File: config.mk
export PLATFORM = sky130hd
export DESIGN_NAME = tqv_periph_interconnect
export DESIGN_NICKNAME = d
export VERILOG_FILES = /design/src/tqv_periph_pkg.sv /design/src/gpio_block.sv /design/src/periph_addr_decode.sv /design/src/pin_func_mux.sv /design/src/read_return_buffer.sv /design/src/tqv_periph_interconnect.sv
export VERILOG_INCLUDE_DIRS = /design/src
export SDC_FILE = /design/constraint.sdc
export NUM_CORES = 1
export LEC_CHECK = 0
export ABC_AREA = 1
export BUFFER_PORTS_ARGS = -buffer_cell sky130_fd_sc_hd__clkbuf_2
export CAP_MARGIN = 30
export CORE_AREA = 2 2 391 393
export CTS_CLUSTER_SIZE = 8
export DETAILED_ROUTE_END_ITERATION = 10
export DIE_AREA = 0 0 393 395
export GPL_ROUTABILITY_DRIVEN = 0
export SETUP_SLACK_MARGIN = 0.4
export SLEW_MARGIN = 10
export SYNTH_ARGS = -nofsm -noshare
export SYNTH_HDL_FRONTEND = slang
export SYNTH_SLANG_ARGS = --single-unit
File: constraint.sdc
create_clock -name clk -period 3.1 [get_ports clk]
set_clock_uncertainty 0.1 [all_clocks]
set_input_delay 0.155 -clock clk [delete_from_list [all_inputs] [get_ports clk]]
set_output_delay 0.155 -clock clk [all_outputs]
set_load 0.03 [all_outputs]
File: src/tqv_periph_params.svh
/*
 * Address map and width constants for the TinyQV peripheral interconnect.
 * Included by the package, the RTL and the testbench.
 * User slots are 64 bytes each below 0x400, simple slots are 16 bytes
 * each from 0x400 upwards.
 */
`ifndef TQV_PERIPH_PARAMS_SVH
`define TQV_PERIPH_PARAMS_SVH

// Slot counts and output pins
`define TQV_USER_SLOTS      16
`define TQV_SIMPLE_SLOTS    16
`define TQV_PINS            8

// Bus and register widths
`define TQV_ADDR_W          11
`define TQV_DATA_W          32
`define TQV_OFFSET_W        6
`define TQV_FUNC_SEL_W      5

// Fixed slot numbers
`define TQV_SLOT_GPIO       1
`define TQV_SLOT_UART       2

// GPIO register offsets inside its user slot
`define TQV_GPIO_OUT_OFS    6'h00
`define TQV_GPIO_IN_OFS     6'h04
`define TQV_GPIO_SEL_BASE   6'h20

`endif

File: src/tqv_periph_pkg.sv
/*
 * Bus types shared by the peripheral interconnect and its slots.
 * Referenced by scoped name, e.g. tqv_periph_pkg::bus_req_t.
 * The size codes match the TinyQV core encoding, with 2'b11 as idle.
 */
`default_nettype none

`include "tqv_periph_params.svh"

package tqv_periph_pkg;

    // Core read/write size codes
    typedef enum logic [1:0] {
        SIZE_BYTE = 2'b00,
        SIZE_HALF = 2'b01,
        SIZE_WORD = 2'b10,
        SIZE_NONE = 2'b11
    } access_size_e;

    // Request from the core, 47 bits
    typedef struct packed {
        logic [`TQV_ADDR_W-1:0] addr;
        logic [`TQV_DATA_W-1:0] wdata;
        access_size_e           write_size;
        access_size_e           read_size;
    } bus_req_t;

    // Broadcast to all user slots, 42 bits
    // read_size is already masked while a result sits in the return buffer
    typedef struct packed {
        logic [`TQV_OFFSET_W-1:0] offset;
        logic [`TQV_DATA_W-1:0]   wdata;
        access_size_e             write_size;
        access_size_e             read_size;
    } slot_req_t;

    // Reply from a user slot, 41 bits
    typedef struct packed {
        logic [`TQV_DATA_W-1:0] rdata;
        logic                   ready;
        logic [`TQV_PINS-1:0]   uo;
    } user_rsp_t;

    // Reply from a simple slot, 16 bits
    typedef struct packed {
        logic [7:0]           rdata;
        logic [`TQV_PINS-1:0] uo;
    } simple_rsp_t;

endpackage

`default_nettype wire
File: src/gpio_block.sv
/*
 * GPIO registers living in user slot 1.
 * Offset 0x00 is the output byte, 0x04 reads the input pins, and
 * 0x20..0x3c hold one 5-bit function select per output pin.
 * Reads are combinational and always ready, writes land on the next edge.
 */
`timescale 1ns/1ps
`default_nettype none

`include "tqv_periph_params.svh"

module gpio_block (
    input  logic                                      clk,
    input  logic                                      rst_n,
    input  logic                                      i_sel,
    input  tqv_periph_pkg::slot_req_t                 i_req,
    input  logic [`TQV_PINS-1:0]                      i_ui_in,
    output tqv_periph_pkg::user_rsp_t                 o_rsp,
    output logic [`TQV_PINS-1:0][`TQV_FUNC_SEL_W-1:0] o_func_sel
);

    localparam int SEL_IDX_W = $clog2(`TQV_PINS);
    // Offset bits that pick one of the word-spaced select registers
    localparam logic [`TQV_OFFSET_W-1:0] SEL_IDX_MASK = `TQV_OFFSET_W'((`TQV_PINS - 1) << 2);

    logic [`TQV_PINS-1:0]                      gpio_out_q;
    logic [`TQV_PINS-1:0][`TQV_FUNC_SEL_W-1:0] func_sel_q;
    logic                                      wr_en;
    logic                                      out_hit;
    logic                                      in_hit;
    logic                                      sel_hit;
    logic [SEL_IDX_W-1:0]                      sel_idx;

    assign wr_en   = i_sel && (i_req.write_size != tqv_periph_pkg::SIZE_NONE);
    assign out_hit = (i_req.offset == `TQV_GPIO_OUT_OFS);
    assign in_hit  = (i_req.offset == `TQV_GPIO_IN_OFS);
    assign sel_hit = ((i_req.offset & ~SEL_IDX_MASK) == `TQV_GPIO_SEL_BASE);
    assign sel_idx = i_req.offset[2 +: SEL_IDX_W];

    always_ff @(posedge clk) begin
        if (!rst_n) begin
            gpio_out_q <= '0;
            // Pins 0-1 start on the UART slot, the rest on GPIO
            for (int p = 0; p < `TQV_PINS; p++) begin
                func_sel_q[p] <= (p < 2) ? `TQV_FUNC_SEL_W'(`TQV_SLOT_UART)
                                         : `TQV_FUNC_SEL_W'(`TQV_SLOT_GPIO);
            end
        end else if (wr_en) begin
            if (out_hit) begin
                gpio_out_q <= i_req.wdata[`TQV_PINS-1:0];
            end
            if (sel_hit) begin
                func_sel_q[sel_idx] <= i_req.wdata[`TQV_FUNC_SEL_W-1:0];
            end
        end
    end

    always_comb begin
        o_rsp.rdata = '0;
        if (out_hit) begin
            o_rsp.rdata = {{(`TQV_DATA_W-`TQV_PINS){1'b0}}, gpio_out_q};
        end else if (in_hit) begin
            o_rsp.rdata = {{(`TQV_DATA_W-`TQV_PINS){1'b0}}, i_ui_in};
        end else if (sel_hit) begin
            o_rsp.rdata = {{(`TQV_DATA_W-`TQV_FUNC_SEL_W){1'b0}}, func_sel_q[sel_idx]};
        end
        o_rsp.ready = 1'b1;
        o_rsp.uo    = gpio_out_q;
    end

    assign o_func_sel = func_sel_q;

endmodule

`default_nettype wire

File: src/periph_addr_decode.sv
/*
 * Combinational address decode for the peripheral interconnect.
 * Produces a one-hot user slot select and a one-hot simple slot write
 * strobe, and muxes the selected slot's read data and ready back.
 * Simple slots are byte wide and always ready.
 */
`timescale 1ns/1ps
`default_nettype none

`include "tqv_periph_params.svh"

module periph_addr_decode (
    input  tqv_periph_pkg::bus_req_t                           i_bus,
    input  tqv_periph_pkg::user_rsp_t   [`TQV_USER_SLOTS-1:0]   i_user_rsp,
    input  tqv_periph_pkg::simple_rsp_t [`TQV_SIMPLE_SLOTS-1:0] i_simple_rsp,
    output logic [`TQV_USER_SLOTS-1:0]                         o_user_sel,
    output logic [`TQV_SIMPLE_SLOTS-1:0]                       o_simple_wr,
    output logic [`TQV_DATA_W-1:0]                             o_peri_rdata,
    output logic                                               o_peri_ready
);

    localparam int USER_IDX_W   = $clog2(`TQV_USER_SLOTS);
    localparam int SIMPLE_IDX_W = $clog2(`TQV_SIMPLE_SLOTS);
    // Simple slots occupy 16 bytes each
    localparam int SIMPLE_IDX_LSB = 4;

    logic                    is_simple;
    logic                    write_req;
    logic [USER_IDX_W-1:0]   user_idx;
    logic [SIMPLE_IDX_W-1:0] simple_idx;

    // Top address bit splits user space from simple space
    assign is_simple  = i_bus.addr[`TQV_ADDR_W-1];
    assign write_req  = (i_bus.write_size != tqv_periph_pkg::SIZE_NONE);
    assign user_idx   = i_bus.addr[`TQV_OFFSET_W +: USER_IDX_W];
    assign simple_idx = i_bus.addr[SIMPLE_IDX_LSB +: SIMPLE_IDX_W];

    always_comb begin
        o_user_sel  = '0;
        o_simple_wr = '0;

        if (is_simple) begin
            o_simple_wr[simple_idx] = write_req;
            o_peri_rdata = {{(`TQV_DATA_W-8){1'b0}}, i_simple_rsp[simple_idx].rdata};
            o_peri_ready = 1'b1;
        end else begin
            o_user_sel[user_idx] = 1'b1;
            o_peri_rdata = i_user_rsp[user_idx].rdata;
            o_peri_ready = i_user_rsp[user_idx].ready;
        end
    end

endmodule

`default_nettype wire

File: src/pin_func_mux.sv
/*
 * Output pin multiplexer.
 * Each pin takes its own bit from the slot named by its function select:
 * bit 4 picks simple or user space, bits 3:0 pick the slot number.
 */
`timescale 1ns/1ps
`default_nettype none

`include "tqv_periph_params.svh"

module pin_func_mux (
    input  logic [`TQV_PINS-1:0][`TQV_FUNC_SEL_W-1:0] i_func_sel,
    input  logic [`TQV_USER_SLOTS-1:0][`TQV_PINS-1:0]  i_user_uo,
    input  logic [`TQV_SIMPLE_SLOTS-1:0][`TQV_PINS-1:0] i_simple_uo,
    output logic [`TQV_PINS-1:0]                      o_uo_out
);

    localparam int SLOT_W = `TQV_FUNC_SEL_W - 1;

    always_comb begin
        logic [SLOT_W-1:0] slot;

        for (int i = 0; i < `TQV_PINS; i++) begin
            slot = i_func_sel[i][SLOT_W-1:0];
            if (i_func_sel[i][SLOT_W]) begin
                o_uo_out[i] = i_simple_uo[slot][i];
            end else begin
                o_uo_out[i] = i_user_uo[slot][i];
            end
        end
    end

endmodule

`default_nettype wire

File: src/read_return_buffer.sv
/*
 * Registered read return path towards the core.
 * Captures the first ready read result and holds it until the core
 * flags read complete, so slots need not hold their data themselves.
 * While ready is registered the read size seen by slots is masked to
 * idle, which stops a second read of the same location.
 */
`timescale 1ns/1ps
`default_nettype none

`include "tqv_periph_params.svh"

module read_return_buffer (
    input  logic                          clk,
    input  logic                          rst_n,
    input  tqv_periph_pkg::access_size_e  i_read_size,
    input  tqv_periph_pkg::access_size_e  i_write_size,
    input  logic [`TQV_DATA_W-1:0]        i_peri_rdata,
    input  logic                          i_peri_ready,
    input  logic                          i_read_complete,
    output logic [`TQV_DATA_W-1:0]        o_rdata,
    output logic                          o_ready,
    output tqv_periph_pkg::access_size_e  o_read_size_masked
);

    logic                   read_req;
    logic                   capture;
    logic                   hold_q;
    logic                   ready_q;
    logic [`TQV_DATA_W-1:0] rdata_q;

    assign read_req = (i_read_size != tqv_periph_pkg::SIZE_NONE);
    // Only the first ready cycle of a read is captured
    assign capture  = read_req && i_peri_ready && !hold_q;

    always_ff @(posedge clk) begin
        if (!rst_n) begin
            hold_q  <= 1'b0;
            ready_q <= 1'b0;
        end else begin
            if (i_read_complete) begin
                hold_q <= 1'b0;
            end
            if (capture) begin
                hold_q <= 1'b1;
            end
            ready_q <= read_req && i_peri_ready;
        end
    end

    always_ff @(posedge clk) begin
        if (capture) begin
            rdata_q <= i_peri_rdata;
        end
    end

    assign o_rdata = rdata_q;
    // Writes complete in the cycle they are issued
    assign o_ready = ready_q || (i_write_size != tqv_periph_pkg::SIZE_NONE);
    assign o_read_size_masked = ready_q ? tqv_periph_pkg::SIZE_NONE : i_read_size;

endmodule

`default_nettype wire

File: src/tqv_periph_interconnect.sv
/*
 * Peripheral interconnect top for the TinyQV microcontroller.
 * Connects the core request to 16 user slots and 16 simple slots,
 * with GPIO built in at user slot 1 and slot 0 reserved.
 * User slots 2-15 and all simple slots are external ports.
 */
`timescale 1ns/1ps
`default_nettype none

`include "tqv_periph_params.svh"

module tqv_periph_interconnect (
    input  logic                                               clk,
    input  logic                                               rst_n,
    input  tqv_periph_pkg::bus_req_t                           i_bus,
    input  logic                                               i_read_complete,
    input  logic [`TQV_PINS-1:0]                               i_ui_in,
    input  tqv_periph_pkg::user_rsp_t   [`TQV_USER_SLOTS-1:2]   i_user_rsp,
    input  tqv_periph_pkg::simple_rsp_t [`TQV_SIMPLE_SLOTS-1:0] i_simple_rsp,
    output logic [`TQV_DATA_W-1:0]                             o_rdata,
    output logic                                               o_ready,
    output logic [`TQV_PINS-1:0]                               o_uo_out,
    output tqv_periph_pkg::slot_req_t                          o_slot_req,
    output logic [`TQV_USER_SLOTS-1:0]                         o_user_sel,
    output logic [`TQV_SIMPLE_SLOTS-1:0]                       o_simple_wr,
    output logic [3:0]                                         o_simple_addr,
    output logic [7:0]                                         o_simple_wdata
);

    tqv_periph_pkg::user_rsp_t [`TQV_USER_SLOTS-1:0]    user_rsp;
    tqv_periph_pkg::access_size_e                      read_size_masked;
    logic [`TQV_DATA_W-1:0]                            peri_rdata;
    logic                                              peri_ready;
    logic [`TQV_PINS-1:0][`TQV_FUNC_SEL_W-1:0]         func_sel;
    logic [`TQV_USER_SLOTS-1:0][`TQV_PINS-1:0]         user_uo;
    logic [`TQV_SIMPLE_SLOTS-1:0][`TQV_PINS-1:0]       simple_uo;

    // Reserved slot 0 reads as zero and never stalls the core
    assign user_rsp[0].rdata = '0;
    assign user_rsp[0].ready = 1'b1;
    assign user_rsp[0].uo    = '0;
    assign user_rsp[`TQV_USER_SLOTS-1:2] = i_user_rsp;

    // Broadcast request to user slots
    assign o_slot_req.offset     = i_bus.addr[`TQV_OFFSET_W-1:0];
    assign o_slot_req.wdata      = i_bus.wdata;
    assign o_slot_req.write_size = i_bus.write_size;
    assign o_slot_req.read_size  = read_size_masked;

    assign o_simple_addr  = i_bus.addr[3:0];
    assign o_simple_wdata = i_bus.wdata[7:0];

    always_comb begin
        for (int k = 0; k < `TQV_USER_SLOTS; k++) begin
            user_uo[k] = user_rsp[k].uo;
        end
        for (int j = 0; j < `TQV_SIMPLE_SLOTS; j++) begin
            simple_uo[j] = i_simple_rsp[j].uo;
        end
    end

    periph_addr_decode u_decode (
        .i_bus        (i_bus),
        .i_user_rsp   (user_rsp),
        .i_simple_rsp (i_simple_rsp),
        .o_user_sel   (o_user_sel),
        .o_simple_wr  (o_simple_wr),
        .o_peri_rdata (peri_rdata),
        .o_peri_ready (peri_ready)
    );

    read_return_buffer u_rd_buf (
        .clk                (clk),
        .rst_n              (rst_n),
        .i_read_size        (i_bus.read_size),
        .i_write_size       (i_bus.write_size),
        .i_peri_rdata       (peri_rdata),
        .i_peri_ready       (peri_ready),
        .i_read_complete    (i_read_complete),
        .o_rdata            (o_rdata),
        .o_ready            (o_ready),
        .o_read_size_masked (read_size_masked)
    );

    gpio_block u_gpio (
        .clk        (clk),
        .rst_n      (rst_n),
        .i_sel      (o_user_sel[`TQV_SLOT_GPIO]),
        .i_req      (o_slot_req),
        .i_ui_in    (i_ui_in),
        .o_rsp      (user_rsp[`TQV_SLOT_GPIO]),
        .o_func_sel (func_sel)
    );

    pin_func_mux u_pin_mux (
        .i_func_sel  (func_sel),
        .i_user_uo   (user_uo),
        .i_simple_uo (simple_uo),
        .o_uo_out    (o_uo_out)
    );

endmodule

`default_nettype wire

==> Word level (Yosys, flattened, before mapping) <==
Index checks and enable logic that the tools add are counted.
{ "op_classes": {"order_cmp": 14, "n_eq_ne": 4, "n_mux": 63, "bitwise": 1, "reduce_logical": 12} }
{ "ops": {"columns": ["op", "n"], "rows": [
  ["8-bit binary-select mux with 4-bit select", 16],
  ["41-bit binary-select mux with 4-bit select", 1],
  ["16-bit binary-select mux with 4-bit select", 1],
  ["32-bit two-way mux", 2],
  ["4-bit by 5-bit less-than comparator with 1-bit output (second input constant)", 10],
  ["16-bit two-way mux", 3],
  ["41-bit two-way mux", 1],
  ["40-bit bitwise mux", 1],
  ["5-bit two-way mux", 5],
  ["8-bit two-way mux", 3],
  ["16-bit bitwise AND", 1],
  ["5-bit binary-select mux with 3-bit select", 1],
  ["5-bit demux with 3-bit select", 1],
  ["1-bit two-way mux", 15],
  ["7-bit two-way mux", 2],
  ["6-bit two-way mux", 2],
  ["1-bit demux with 4-bit select", 2],
  ["4-bit by 1-bit >= comparator with 1-bit output (second input constant)", 2],
  ["4-bit two-way mux", 2],
  ["6-bit by 3-bit == test with 1-bit output (second input constant)", 1],
  ["1-bit logical AND", 6],
  ["6-bit logical NOT", 1],
  ["2-bit two-way mux", 3],
  ["3-bit two-way mux", 2],
  ["8 further kinds", 10]
]} }
{ "totals": {"register_bits": 82, "input_bits": 888, "output_inout_bits": 127, "word_cells": 107} }

==> Depth between registers and ports, before layout <==
Gate-level depths: netlist of the first run.
{ "logic_depth": {"ltp_word": 11, "mapped_depth": 13} }

==> Modules after synthesis <==
Synthesis of the first run repeated with hierarchy kept, for this count alone.
{ "hier_totals": {"cells_unflattened": 2741, "hier_area_um2": 13610.6} }
{ "by_module_without_submodules": {"columns": ["mod", "instances", "cells_each", "area_per_inst_um2", "seq_area_each_um2"], "rows": [
  ["periph_addr_decode", 1, 1625, 6585.1, 0.0],
  ["pin_func_mux", 1, 624, 2995.4, 0.0],
  ["gpio_block", 1, 391, 2560.0, 960.9],
  ["read_return_buffer", 1, 47, 1072.3, 1001.0],
  ["tqv_periph_interconnect", 1, 54, 397.9, 0.0]
]} }

==> Worst setup path after synthesis of the first run <==
No wires, ideal clock.
{ "synth_timing": {"path_type": "in2reg", "start": "in i_bus[43] (netlist name)", "end": "reg u_rd_buf.rdata_q[0], in the netlist u_rd_buf.o_rdata[0] (enable)", "arrival_time_ns": 1.603, "required_ns": 2.613, "slack_ns": 1.011, "path_stages": 11, "n_path_buf": 1, "path_cell_list": "inv_1 > nor2_1 > buf_2 > a22oi_1 > nand2_1 > nand2_1 > nand2_1 > inv_1 > nand2_1 > nand3_1 > inv_1"} }
{ "synth_between": {"elab_chain_len": 5} }
{ "synth_lines": {"columns": ["item", "line", "rtl"], "rows": [
  ["from (decl)", "tqv_periph_interconnect.sv:15", "input tqv_periph_pkg::bus_req_t i_bus,"],
  ["41-bit binary-select mux with 4-bit select", "periph_addr_decode.sv:49", "o_peri_ready = i_user_rsp[user_idx].ready;"],
  ["41-bit two-way mux", null, null],
  ["1-bit two-way mux", "periph_addr_decode.sv:42", "if (is_simple) begin"],
  ["1-bit logical AND (2 in a row)", "read_return_buffer.sv:34", "assign capture = read_req && i_peri_ready && !hold_q;"],
  ["named net u_rd_buf.capture", "read_return_buffer.sv:27", "logic capture;"],
  ["to (signal assigned)", "read_return_buffer.sv:53", "rdata_q <= i_peri_rdata;"],
  ["to (decl)", "read_return_buffer.sv:30", "logic [`TQV_DATA_W-1:0] rdata_q;"]
]} }
The timed path passes the listed nets, and every way through them passes these cells. The select of a mux whose other input is x is not followed.
A chain may end at the register's enable or synchronous reset.

==> Final worst setup path of the first run <==
{ "layout_timing": {"start": "in i_bus[45] (netlist name)", "end": "out o_user_sel[9]"} }
{ "layout_between": {"elab_chain_len": 5, "word_cells_on_any_way": 6, "classes_between": "order compare (2); mux (3); reduce/logical (1)"} }
{ "layout_lines": {"columns": ["item", "line", "rtl"], "rows": [
  ["4-bit by 5-bit less-than comparator with 1-bit output (implied by the code) / 4-bit by 1-bit >= comparator with 1-bit output (equally long branches)", "periph_addr_decode.sv:47", "o_user_sel[user_idx] = 1'b1;"],
  ["1-bit logical AND (implied by the code)", "periph_addr_decode.sv:47", null],
  ["1-bit two-way mux (implied by the code)", "periph_addr_decode.sv:47", null],
  ["1-bit demux with 4-bit select *", null, null],
  ["16-bit two-way mux *", "periph_addr_decode.sv:42", null],
  ["to (decl)", "tqv_periph_interconnect.sv:24", "output logic [`TQV_USER_SLOTS-1:0] o_user_sel,"]
]} }
Mark *: on every way between the ends. The rest lies on a longest branch, timed or not.

==> results of run 1 <==
metrics by stage:
step	area (µm²)	instances	utilization (%)	worst slack, ns
2_1_floorplan	10200	1626	-	1.01
3_3_place_gp	17200	4505	11.4	0.437
3_5_place_dp	17200	4505	11.4	0.427
4_1_cts	17600	4525	11.6	0.415
5_1_grt	17700	4559	11.7	0.404
6_report	17700	4566	11.7	0.538
worst max path at each step:
stage                     depth (start not counted)                               start  slack [ns]                       endpoint
final                                             7                           i_bus[45]        0.54                  o_user_sel[9]
after global routing                              7                           i_bus[44]        0.40                  o_user_sel[5]
after global placement                            7                           i_bus[44]        0.44                  o_user_sel[5]
after CTS                                         8  u_gpio.o_func_sel[15]$_SDFFE_PN1P_        0.41                    o_uo_out[3]
after detailed placement                         13                           i_bus[39]        0.43  u_rd_buf.o_rdata[4]$_DFFE_PP_
after floorplan                                  11                           i_bus[43]        1.01  u_rd_buf.o_rdata[0]$_DFFE_PP_
logic make-up after synthesis:
| family | share of synthesized area [%] |
|---|---|
| AO/OA/AOI/OAI | 44.1 |
| AND/OR/NAND/NOR | 24.7 |
| buffers and inverters | 12.0 |
| flip-flops | 19.2 |
registers in the layout, indices dropped and copies added, names as in the netlist:
signal and count:
u_rd_buf.o_rdata 32, u_rd_buf.hold_q 1, u_rd_buf.ready_q 1, u_gpio.o_func_sel 40, u_gpio.gpio_out_q 8
timing repair:
item	4_1_cts	5_1_grt
endpoints found under the hold margin	3	0
setup buffers	2	3
gates cloned	0	0
hold buffers	2	0
setup endpoints to repair	2	4
gates resized for setup	2	5
worst register-to-register path, stage by stage (launching register included):
cell	delay (ns)
sky130_fd_sc_hd__dfxtp_1	0.40
sky130_fd_sc_hd__inv_1	0.40
sky130_fd_sc_hd__nand2_1	0.17
sky130_fd_sc_hd__nand3_1	0.18
sky130_fd_sc_hd__nand3_1	0.13
sky130_fd_sc_hd__nand3_1	0.16
sky130_fd_sc_hd__nand2_1	0.07
sky130_fd_sc_hd__nand2_1	0.15
sky130_fd_sc_hd__nand2_1	0.12
sky130_fd_sc_hd__nand2_1	0.10
sky130_fd_sc_hd__a21oi_1	0.06
power by group through the flow:
stage / Clock, mW / Combinational, mW / Sequential (mW)
floorplan: 0 / 0.754 / 1.34
finish: 1.42 / 2.00 / 1.21
detailed placement: 0 / 1.97 / 1.24
global route: 1.54 / 2.13 / 1.22
CTS: 1.53 / 1.98 / 1.22
global placement: 0 / 1.96 / 1.24
metal layers:
layer / vias up / global-route usage (%)
li1: 7697 / -
met1: 8129 / 15.4
met2: 1321 / 20.4
met3: 241 / 8.68
met4: 68 / 5.89
met5: - / 1.72
cell usage in the layout, fill, tap and decap left out, types with 2 or more instances in the layout:
| cell type | instances |
|---|---|
| sky130_fd_sc_hd__nand2_4 | 8 |
| sky130_fd_sc_hd__nand3_1 | 62 |
| sky130_fd_sc_hd__clkinv_1 | 2 |
| sky130_fd_sc_hd__nor2_8 | 2 |
| sky130_fd_sc_hd__nand2_1 | 232 |
| sky130_fd_sc_hd__o211ai_1 | 23 |
| sky130_fd_sc_hd__buf_4 | 55 |
| sky130_fd_sc_hd__o21ai_1 | 34 |
| sky130_fd_sc_hd__bufinv_16 | 2 |
| sky130_fd_sc_hd__dlygate4sd3_1 | 2 |
| sky130_fd_sc_hd__nand2_2 | 2 |
| sky130_fd_sc_hd__o22ai_1 | 16 |
| sky130_fd_sc_hd__and2_1 | 4 |
| sky130_fd_sc_hd__a22oi_1 | 285 |
| sky130_fd_sc_hd__a21oi_1 | 134 |
| sky130_fd_sc_hd__o221ai_1 | 36 |
| sky130_fd_sc_hd__buf_12 | 7 |
| sky130_fd_sc_hd__clkbuf_16 | 10 |
| sky130_fd_sc_hd__inv_6 | 4 |
| sky130_fd_sc_hd__nand4_1 | 5 |
| sky130_fd_sc_hd__nor3_1 | 37 |
| sky130_fd_sc_hd__dfxtp_1 | 49 |
| sky130_fd_sc_hd__clkbuf_2 | 965 |
| sky130_fd_sc_hd__nor2_2 | 4 |
| sky130_fd_sc_hd__o21ai_0 | 176 |
| sky130_fd_sc_hd__clkinvlp_4 | 4 |
| sky130_fd_sc_hd__diode_2 | 38 |
| sky130_fd_sc_hd__inv_2 | 7 |
| sky130_fd_sc_hd__inv_1 | 56 |
| sky130_fd_sc_hd__o21a_1 | 5 |
| sky130_fd_sc_hd__nor2_4 | 9 |
| sky130_fd_sc_hd__edfxtp_1 | 32 |
| sky130_fd_sc_hd__nor2_1 | 221 |
| sky130_fd_sc_hd__or2_2 | 4 |
cell type report:
type | instances | area, µm²
fill | 17800 | 133000
multi-input combinational | 1301 | 7060
timing repair buffer | 1029 | 5400
tap | 2030 | 2540
sequential | 82 | 1960
inverter | 70 | 283
clock buffer | 10 | 250
clock inverter | 6 | 97.6
antenna | 38 | 95.1
==> reports/qor.json, run 1 <==
{
  "pins_over_their_slew_limit": 0,
  "power.switching_mw": 1.92,
  "yosys-top-cells-area": "sky130_fd_sc_hd__a22oi_1 (21%), sky130_fd_sc_hd__dfxtp_1 (9.8%), sky130_fd_sc_hd__edfxtp_1 (9.4%)",
  "postSynth.asyncResetShare_pct": 0,
  "synth-seq-area-share_pct": 19.2,
  "edff_count_synth": 32,
  "synth_common_cells": "sky130_fd_sc_hd__a22oi_1 (285), sky130_fd_sc_hd__nand2_1 (233), sky130_fd_sc_hd__nor2_1 (226)",
  "fmaxAchievable_mhz": 390,
  "hold-path-cell-count": 3,
  "ys_ff_latch": 82,
  "grt_setup_unrepaired": "no",
  "num-nets-final": 3381,
  "hold-worst-slack_ns": 0.0496,
  "antenna_found_initial": 92,
  "crit-reg2reg-capture": "u_rd_buf.o_rdata[1]$_DFFE_PP_",
  "synth_largest_type_area_fraction_pct": 21.0,
  "ioPinCount": 1015,
  "core_area_mm2": 0.151,
  "cts-buffers-inserted": 9,
  "timing.critical_path.fanout_max": 13,
  "cts_tree": "yes",
  "finalPower_mw": 4.63,
  "overflow": 0,
  "cts.reportedPaths.clkPinSlew_ns": 0.07,
  "outcome": "complete, no violations",
  "layout_cells_sized_above_1_pct": 43.5,
  "clk_sink_count": 82,
  "netlist-cell-type-count": 31,
  "synth_fp_nets": 2514,
  "p_int_mw": 2.71,
  "die_x_um": 393,
  "cts.htree.levels": 3,
  "finalCriticalPeriod_ns": 2.56,
  "post_drt_wl_per_cell_um": 24.7,
  "drv_cap": 0,
  "power_per_cell_area_mw_per_mm2": 262,
  "relative_contribution_of_sequential_cells_to_total_power_pct": 26.2,
  "critPathSlowestCell": "sky130_fd_sc_hd__nor2_1",
  "min_period_over_period_pct": 82.6,
  "worst_slew_margin_rel_pct": 31.0,
  "timing.final.hold_violations": 0,
  "critPathRequiredTime_ns": 2.84,
  "cell_area_after_synthesis_mm2": 0.0102,
  "timing.critical_path.mode_cell": "sky130_fd_sc_hd__clkbuf_2",
  "critPathTopFamily": "buffers and inverters",
  "avgSynthCellArea_um2": 6.27,
  "number_of_global_route_vias_before_repair": 16600,
  "clock_latency_ns": 0.43,
  "worst_slew_pin_slew_ns": 1.03,
  "area_delta_synth_final_pct": 73.5,
  "power.leakage_nw": 7.88,
  "hold_path_startpoint": "i_bus[10]",
  "critical_path.startpoint_type": "primary input",
  "drt_pass1_iterations": 10,
  "yosysTopAreaCell": "sky130_fd_sc_hd__a22oi_1",
  "worst_path_largest_cell_delay_ns": 0.60,
  "grt_first_pass_wirelength_mm": 143,
  "synth_flop_cell": "sky130_fd_sc_hd__dfxtp_1",
  "placement_rows": 143,
  "wl_met3_mm": 18.1,
  "drt_iter0_drc": 2096,
  "place.detailed.hpwl_mm": 98.7,
  "power.combinational.fraction_pct": 43.1,
  "rr_worst_depth": 10,
  "ys_warn_count": 0,
  "vias_after_detailed_routing": 17500,
  "place.port_buffers": 966,
  "grt_max_degree": 110,
  "grt_usage_pct": 13.8,
  "setup-violations-final": 0,
  "remaining_drc_errors": 0,
  "synth.most_common_cell": "sky130_fd_sc_hd__a22oi_1",
  "floorplan.die.height_um": 395,
  "routed_via_density": 3.82,
  "cp.arrival_ns": 2.31,
  "met2WireLength_mm": 47.8,
  "met1Wirelength_mm": 42.0,
  "drtAntennaViolNets": 0,
  "cp_cell_sequence": "clkbuf_2 > inv_1 > nor2_2 > clkinv_1 > buf_4 > nor2_1 > clkbuf_2",
  "clock_power_share_pct": 30.6,
  "power.ir.vdd_worst_mv": 0.333,
  "path_buf_inv": 5,
  "die_area_mm2": 0.155,
  "critical_path_class": "in -> out",
  "initial_utilization_pct": 6.74,
  "cts_buffer_depth": 2,
  "critical_path.reg2reg.startpoint": "u_gpio.o_func_sel[36]$_SDFFE_PN0P_",
  "critical_path.endpoint_type": "output pin",
  "p_sw_share_pct": 41.4,
  "totalNegativeSetupSlack_ns": 0,
  "reg2reg_setup_slack_ns": 0.79,
  "totalWireLength_mm": 113,
  "hold_class": "in -> reg",
  "top_layer": "met5",
  "clock-root-buffer": "sky130_fd_sc_hd__clkbuf_16",
  "post_synth_inst_count": 1626,
  "hold-path-endpoint": "u_gpio.gpio_out_q[6]$_SDFFE_PN0P_"
}
Note: power is estimated with default switching activity, not from simulation.
==> run 2, diff against run 1 <==
--- a/config.mk
+++ b/config.mk
@@ -9,10 +9,10 @@
 export ABC_AREA = 1
 export BUFFER_PORTS_ARGS = -buffer_cell sky130_fd_sc_hd__clkbuf_2
 export CAP_MARGIN = 30
-export CORE_AREA = 2 2 391 393
+export CORE_AREA = 2 2 400 402
 export CTS_CLUSTER_SIZE = 8
 export DETAILED_ROUTE_END_ITERATION = 10
-export DIE_AREA = 0 0 393 395
+export DIE_AREA = 0 0 402 404
 export GPL_ROUTABILITY_DRIVEN = 0
 export SETUP_SLACK_MARGIN = 0.4
 export SLEW_MARGIN = 10
==> constraint.sdc (replaced) <==
create_clock -name clk -period 2.1 [get_ports clk]
set_clock_uncertainty 0.1 [all_clocks]
set_input_delay 0.105 -clock clk [delete_from_list [all_inputs] [get_ports clk]]
set_output_delay 0.105 -clock clk [all_outputs]
set_load 0.03 [all_outputs]
==> reports/qor.json, run 2 (synthesis gave the netlist of run 1 again) <==
{
  "clock_latency_ns": 0.43,
  "floorplan.die.height_um": 404,
  "place.detailed.hpwl_mm": 101,
  "post-place-cells": 4685,
  "cts_buffer_depth": 2,
  "ioPinCount": 1015,
  "vias_after_detailed_routing": 18600,
  "min_period_over_period_pct": 100,
  "crit-reg2reg-capture": "u_rd_buf.o_rdata[0]$_DFFE_PP_",
  "die_area_mm2": 0.162,
  "critical_path.startpoint_type": "flip-flop",
  "clock-root-buffer": "sky130_fd_sc_hd__clkbuf_16",
  "largest_register_ff_count": 40,
  "reg2reg_setup_slack_ns": 0.34,
  "drtAntennaViolNets": 0,
  "hold-path-cell-count": 5,
  "cts.reportedPaths.clkPinSlew_ns": 0.10,
  "place.port_buffers": 966,
  "remaining_drc_errors": 0,
  "final_cell_mix": "sky130_fd_sc_hd__clkbuf_2 (934), sky130_fd_sc_hd__a22oi_1 (251), sky130_fd_sc_hd__nor2_1 (202)",
  "drv_cap": 0,
  "critical_path.endpoint_type": "output pin",
  "rr_worst_depth": 12,
  "layout_cells_sized_above_1_pct": 55.7,
  "initial_utilization_pct": 6.46,
  "worst_path_largest_cell_delay_ns": 0.38,
  "cts.htree.levels": 3,
  "failed_checks": "negative setup slack",
  "power.leakage_nw": 9.45,
  "cp.arrival_ns": 1.90,
  "clock_power_share_pct": 25.8,
  "timing.critical_path.fanout_max": 8,
  "fmaxAchievable_mhz": 476,
  "power.combinational.fraction_pct": 49.7,
  "finalPower_mw": 7.35,
  "worst_slew_pin_slew_ns": 0.800,
  "p_int_mw": 4.13,
  "power.ir.vdd_worst_mv": 0.500,
  "critical_path_class": "reg -> out",
  "timing.final.hold_violations": 0,
  "grt_first_pass_wirelength_mm": 155,
  "dp_worst_setup_slack_ns": -0.654,
  "cp_cell_sequence": "clkinvlp_4 > buf_12 > o21ai_2 > o221ai_1 > nand3_1 > nand3_1 > o21a_1 > clkbuf_8",
  "grt_setup_unrepaired": "yes",
  "drt_iter0_drc": 2336,
  "totalWireLength_mm": 121,
  "critical_path.reg2reg.startpoint": "u_gpio.o_func_sel[20]$_SDFFE_PN1P_",
  "finalCriticalPeriod_ns": 2.10,
  "num-nets-final": 3596,
  "mostFrequentLayoutCell": "sky130_fd_sc_hd__clkbuf_2",
  "overflow": 0,
  "number_of_global_route_vias_before_repair": 17700,
  "placement_rows": 146,
  "power_per_cell_area_mw_per_mm2": 345,
  "relative_contribution_of_sequential_cells_to_total_power_pct": 24.5,
  "p_sw_share_pct": 43.9,
  "clk_sink_count": 82,
  "core_area_mm2": 0.158,
  "cts_tree": "yes",
  "critPathSlowestCell": "sky130_fd_sc_hd__dfxtp_4",
  "post_drt_wl_per_cell_um": 25.1,
  "outcome": "finished, violations left",
  "die_x_um": 402,
  "pins_over_their_slew_limit": 0,
  "cts-buffers-inserted": 9,
  "area_delta_synth_final_pct": 109,
  "routed_via_density": 3.87,
  "power.switching_mw": 3.22,
  "critPathRequiredTime_ns": 1.89,
  "antenna_found_initial": 92,
  "post_layout_nonfiller_instances": 4816,
  "hold_class": "in -> reg",
  "drt_pass1_iterations": 9,
  "hold_path_startpoint": "i_user_rsp[182]",
  "hold-path-endpoint": "u_rd_buf.o_rdata[9]$_SDFFCE_PP0P_",
  "grt_max_degree": 50,
  "grt_usage_pct": 14.2,
  "setup_slack_ns": -0.000237,
  "timing.critical_path.mode_cell": "sky130_fd_sc_hd__nand3_1",
  "setup-violations-final": 1,
  "worst_slew_margin_rel_pct": 46.5
}
[run 2: power by group through the flow]
stage / Sequential [mW] / Combinational, mW / Clock, mW
2_1_floorplan: 1.98 / 1.12 / 0
4_1_cts: 1.81 / 3.54 / 2.03
3_3_place_gp: 1.86 / 3.15 / 0
3_5_place_dp: 1.86 / 3.17 / 0
6_report: 1.80 / 3.65 / 1.89
5_1_grt: 1.82 / 3.90 / 2.05
[run 2: worst max path at each step]
stage                                        from                       endpoint  slack, ns
3_5_place_dp                            i_bus[42]  u_rd_buf.o_rdata[0]$_DFFE_PP_      -0.65
2_1_floorplan                           i_bus[42]  u_rd_buf.o_rdata[0]$_DFFE_PP_       0.29
4_1_cts        u_gpio.o_func_sel[30]$_SDFFE_PN1P_                    o_uo_out[6]      -0.05
3_3_place_gp                            i_bus[42]  u_rd_buf.o_rdata[1]$_DFFE_PP_      -0.88
6_report        u_gpio.o_func_sel[0]$_SDFFE_PN0P_                    o_uo_out[0]    -0.0002
5_1_grt         u_gpio.o_func_sel[5]$_SDFFE_PN0P_                    o_uo_out[1]      -0.12
[run 2: routing by layer]
layer / GRT usage, % / wire length [µm] / vias up
met2: 21.1 / 52100 / 1443
met4: 5.20 / 4380 / 60
li1: - / - / 8149
met5: 2.11 / 421 / -
met1: 16.9 / 47600 / 8689
met3: 7.47 / 16300 / 292
[run 2: worst max-delay path: cells and delay by family, from the launching register on]
family / cells / cell delay (ns)
flip-flops: 1 / 0.38
buffers and inverters: 3 / 0.41
AO/OA/AOI/OAI: 3 / 0.43
AND/OR/NAND/NOR: 2 / 0.24
[run 2: stage by stage]
step | hold WS, ns | util, % | TNS [ns] | area (µm²)
floorplan | 0.140 | - | 0 | 10300
global placement | 0.110 | 11.7 | -11.23 | 18500
detailed placement | 0.110 | 11.7 | -11.16 | 18500
CTS | 0.0152 | 13.0 | -0.0799 | 20500
global route | 0.0795 | 13.5 | -0.502 | 21300
finish | 0.0683 | 13.5 | -0.000237 | 21300
[run 2: repair_timing]
action	in CTS	in global routing
gates resized for setup	297	202
setup buffers	50	9
gates cloned	18	2
endpoints found under the setup margin	76	117
pin swaps	67	70
hold buffers	5	0
endpoints found under the hold margin	6	0
[run 2: layout make-up]
| cell class | count | area (µm²) |
|---|---|---|
| diodes | 31 | 77.6 |
| clock buffers | 9 | 225 |
| clock inverters | 7 | 81.3 |
| fillers | 18200 | 137000 |
| inverters | 70 | 343 |
| multi-input cells | 1302 | 7950 |
| flip-flops and latches | 82 | 2010 |
| well taps | 2072 | 2590 |
| repair buffers | 1240 | 8010 |
| repair inverters | 3 | 21.3 |
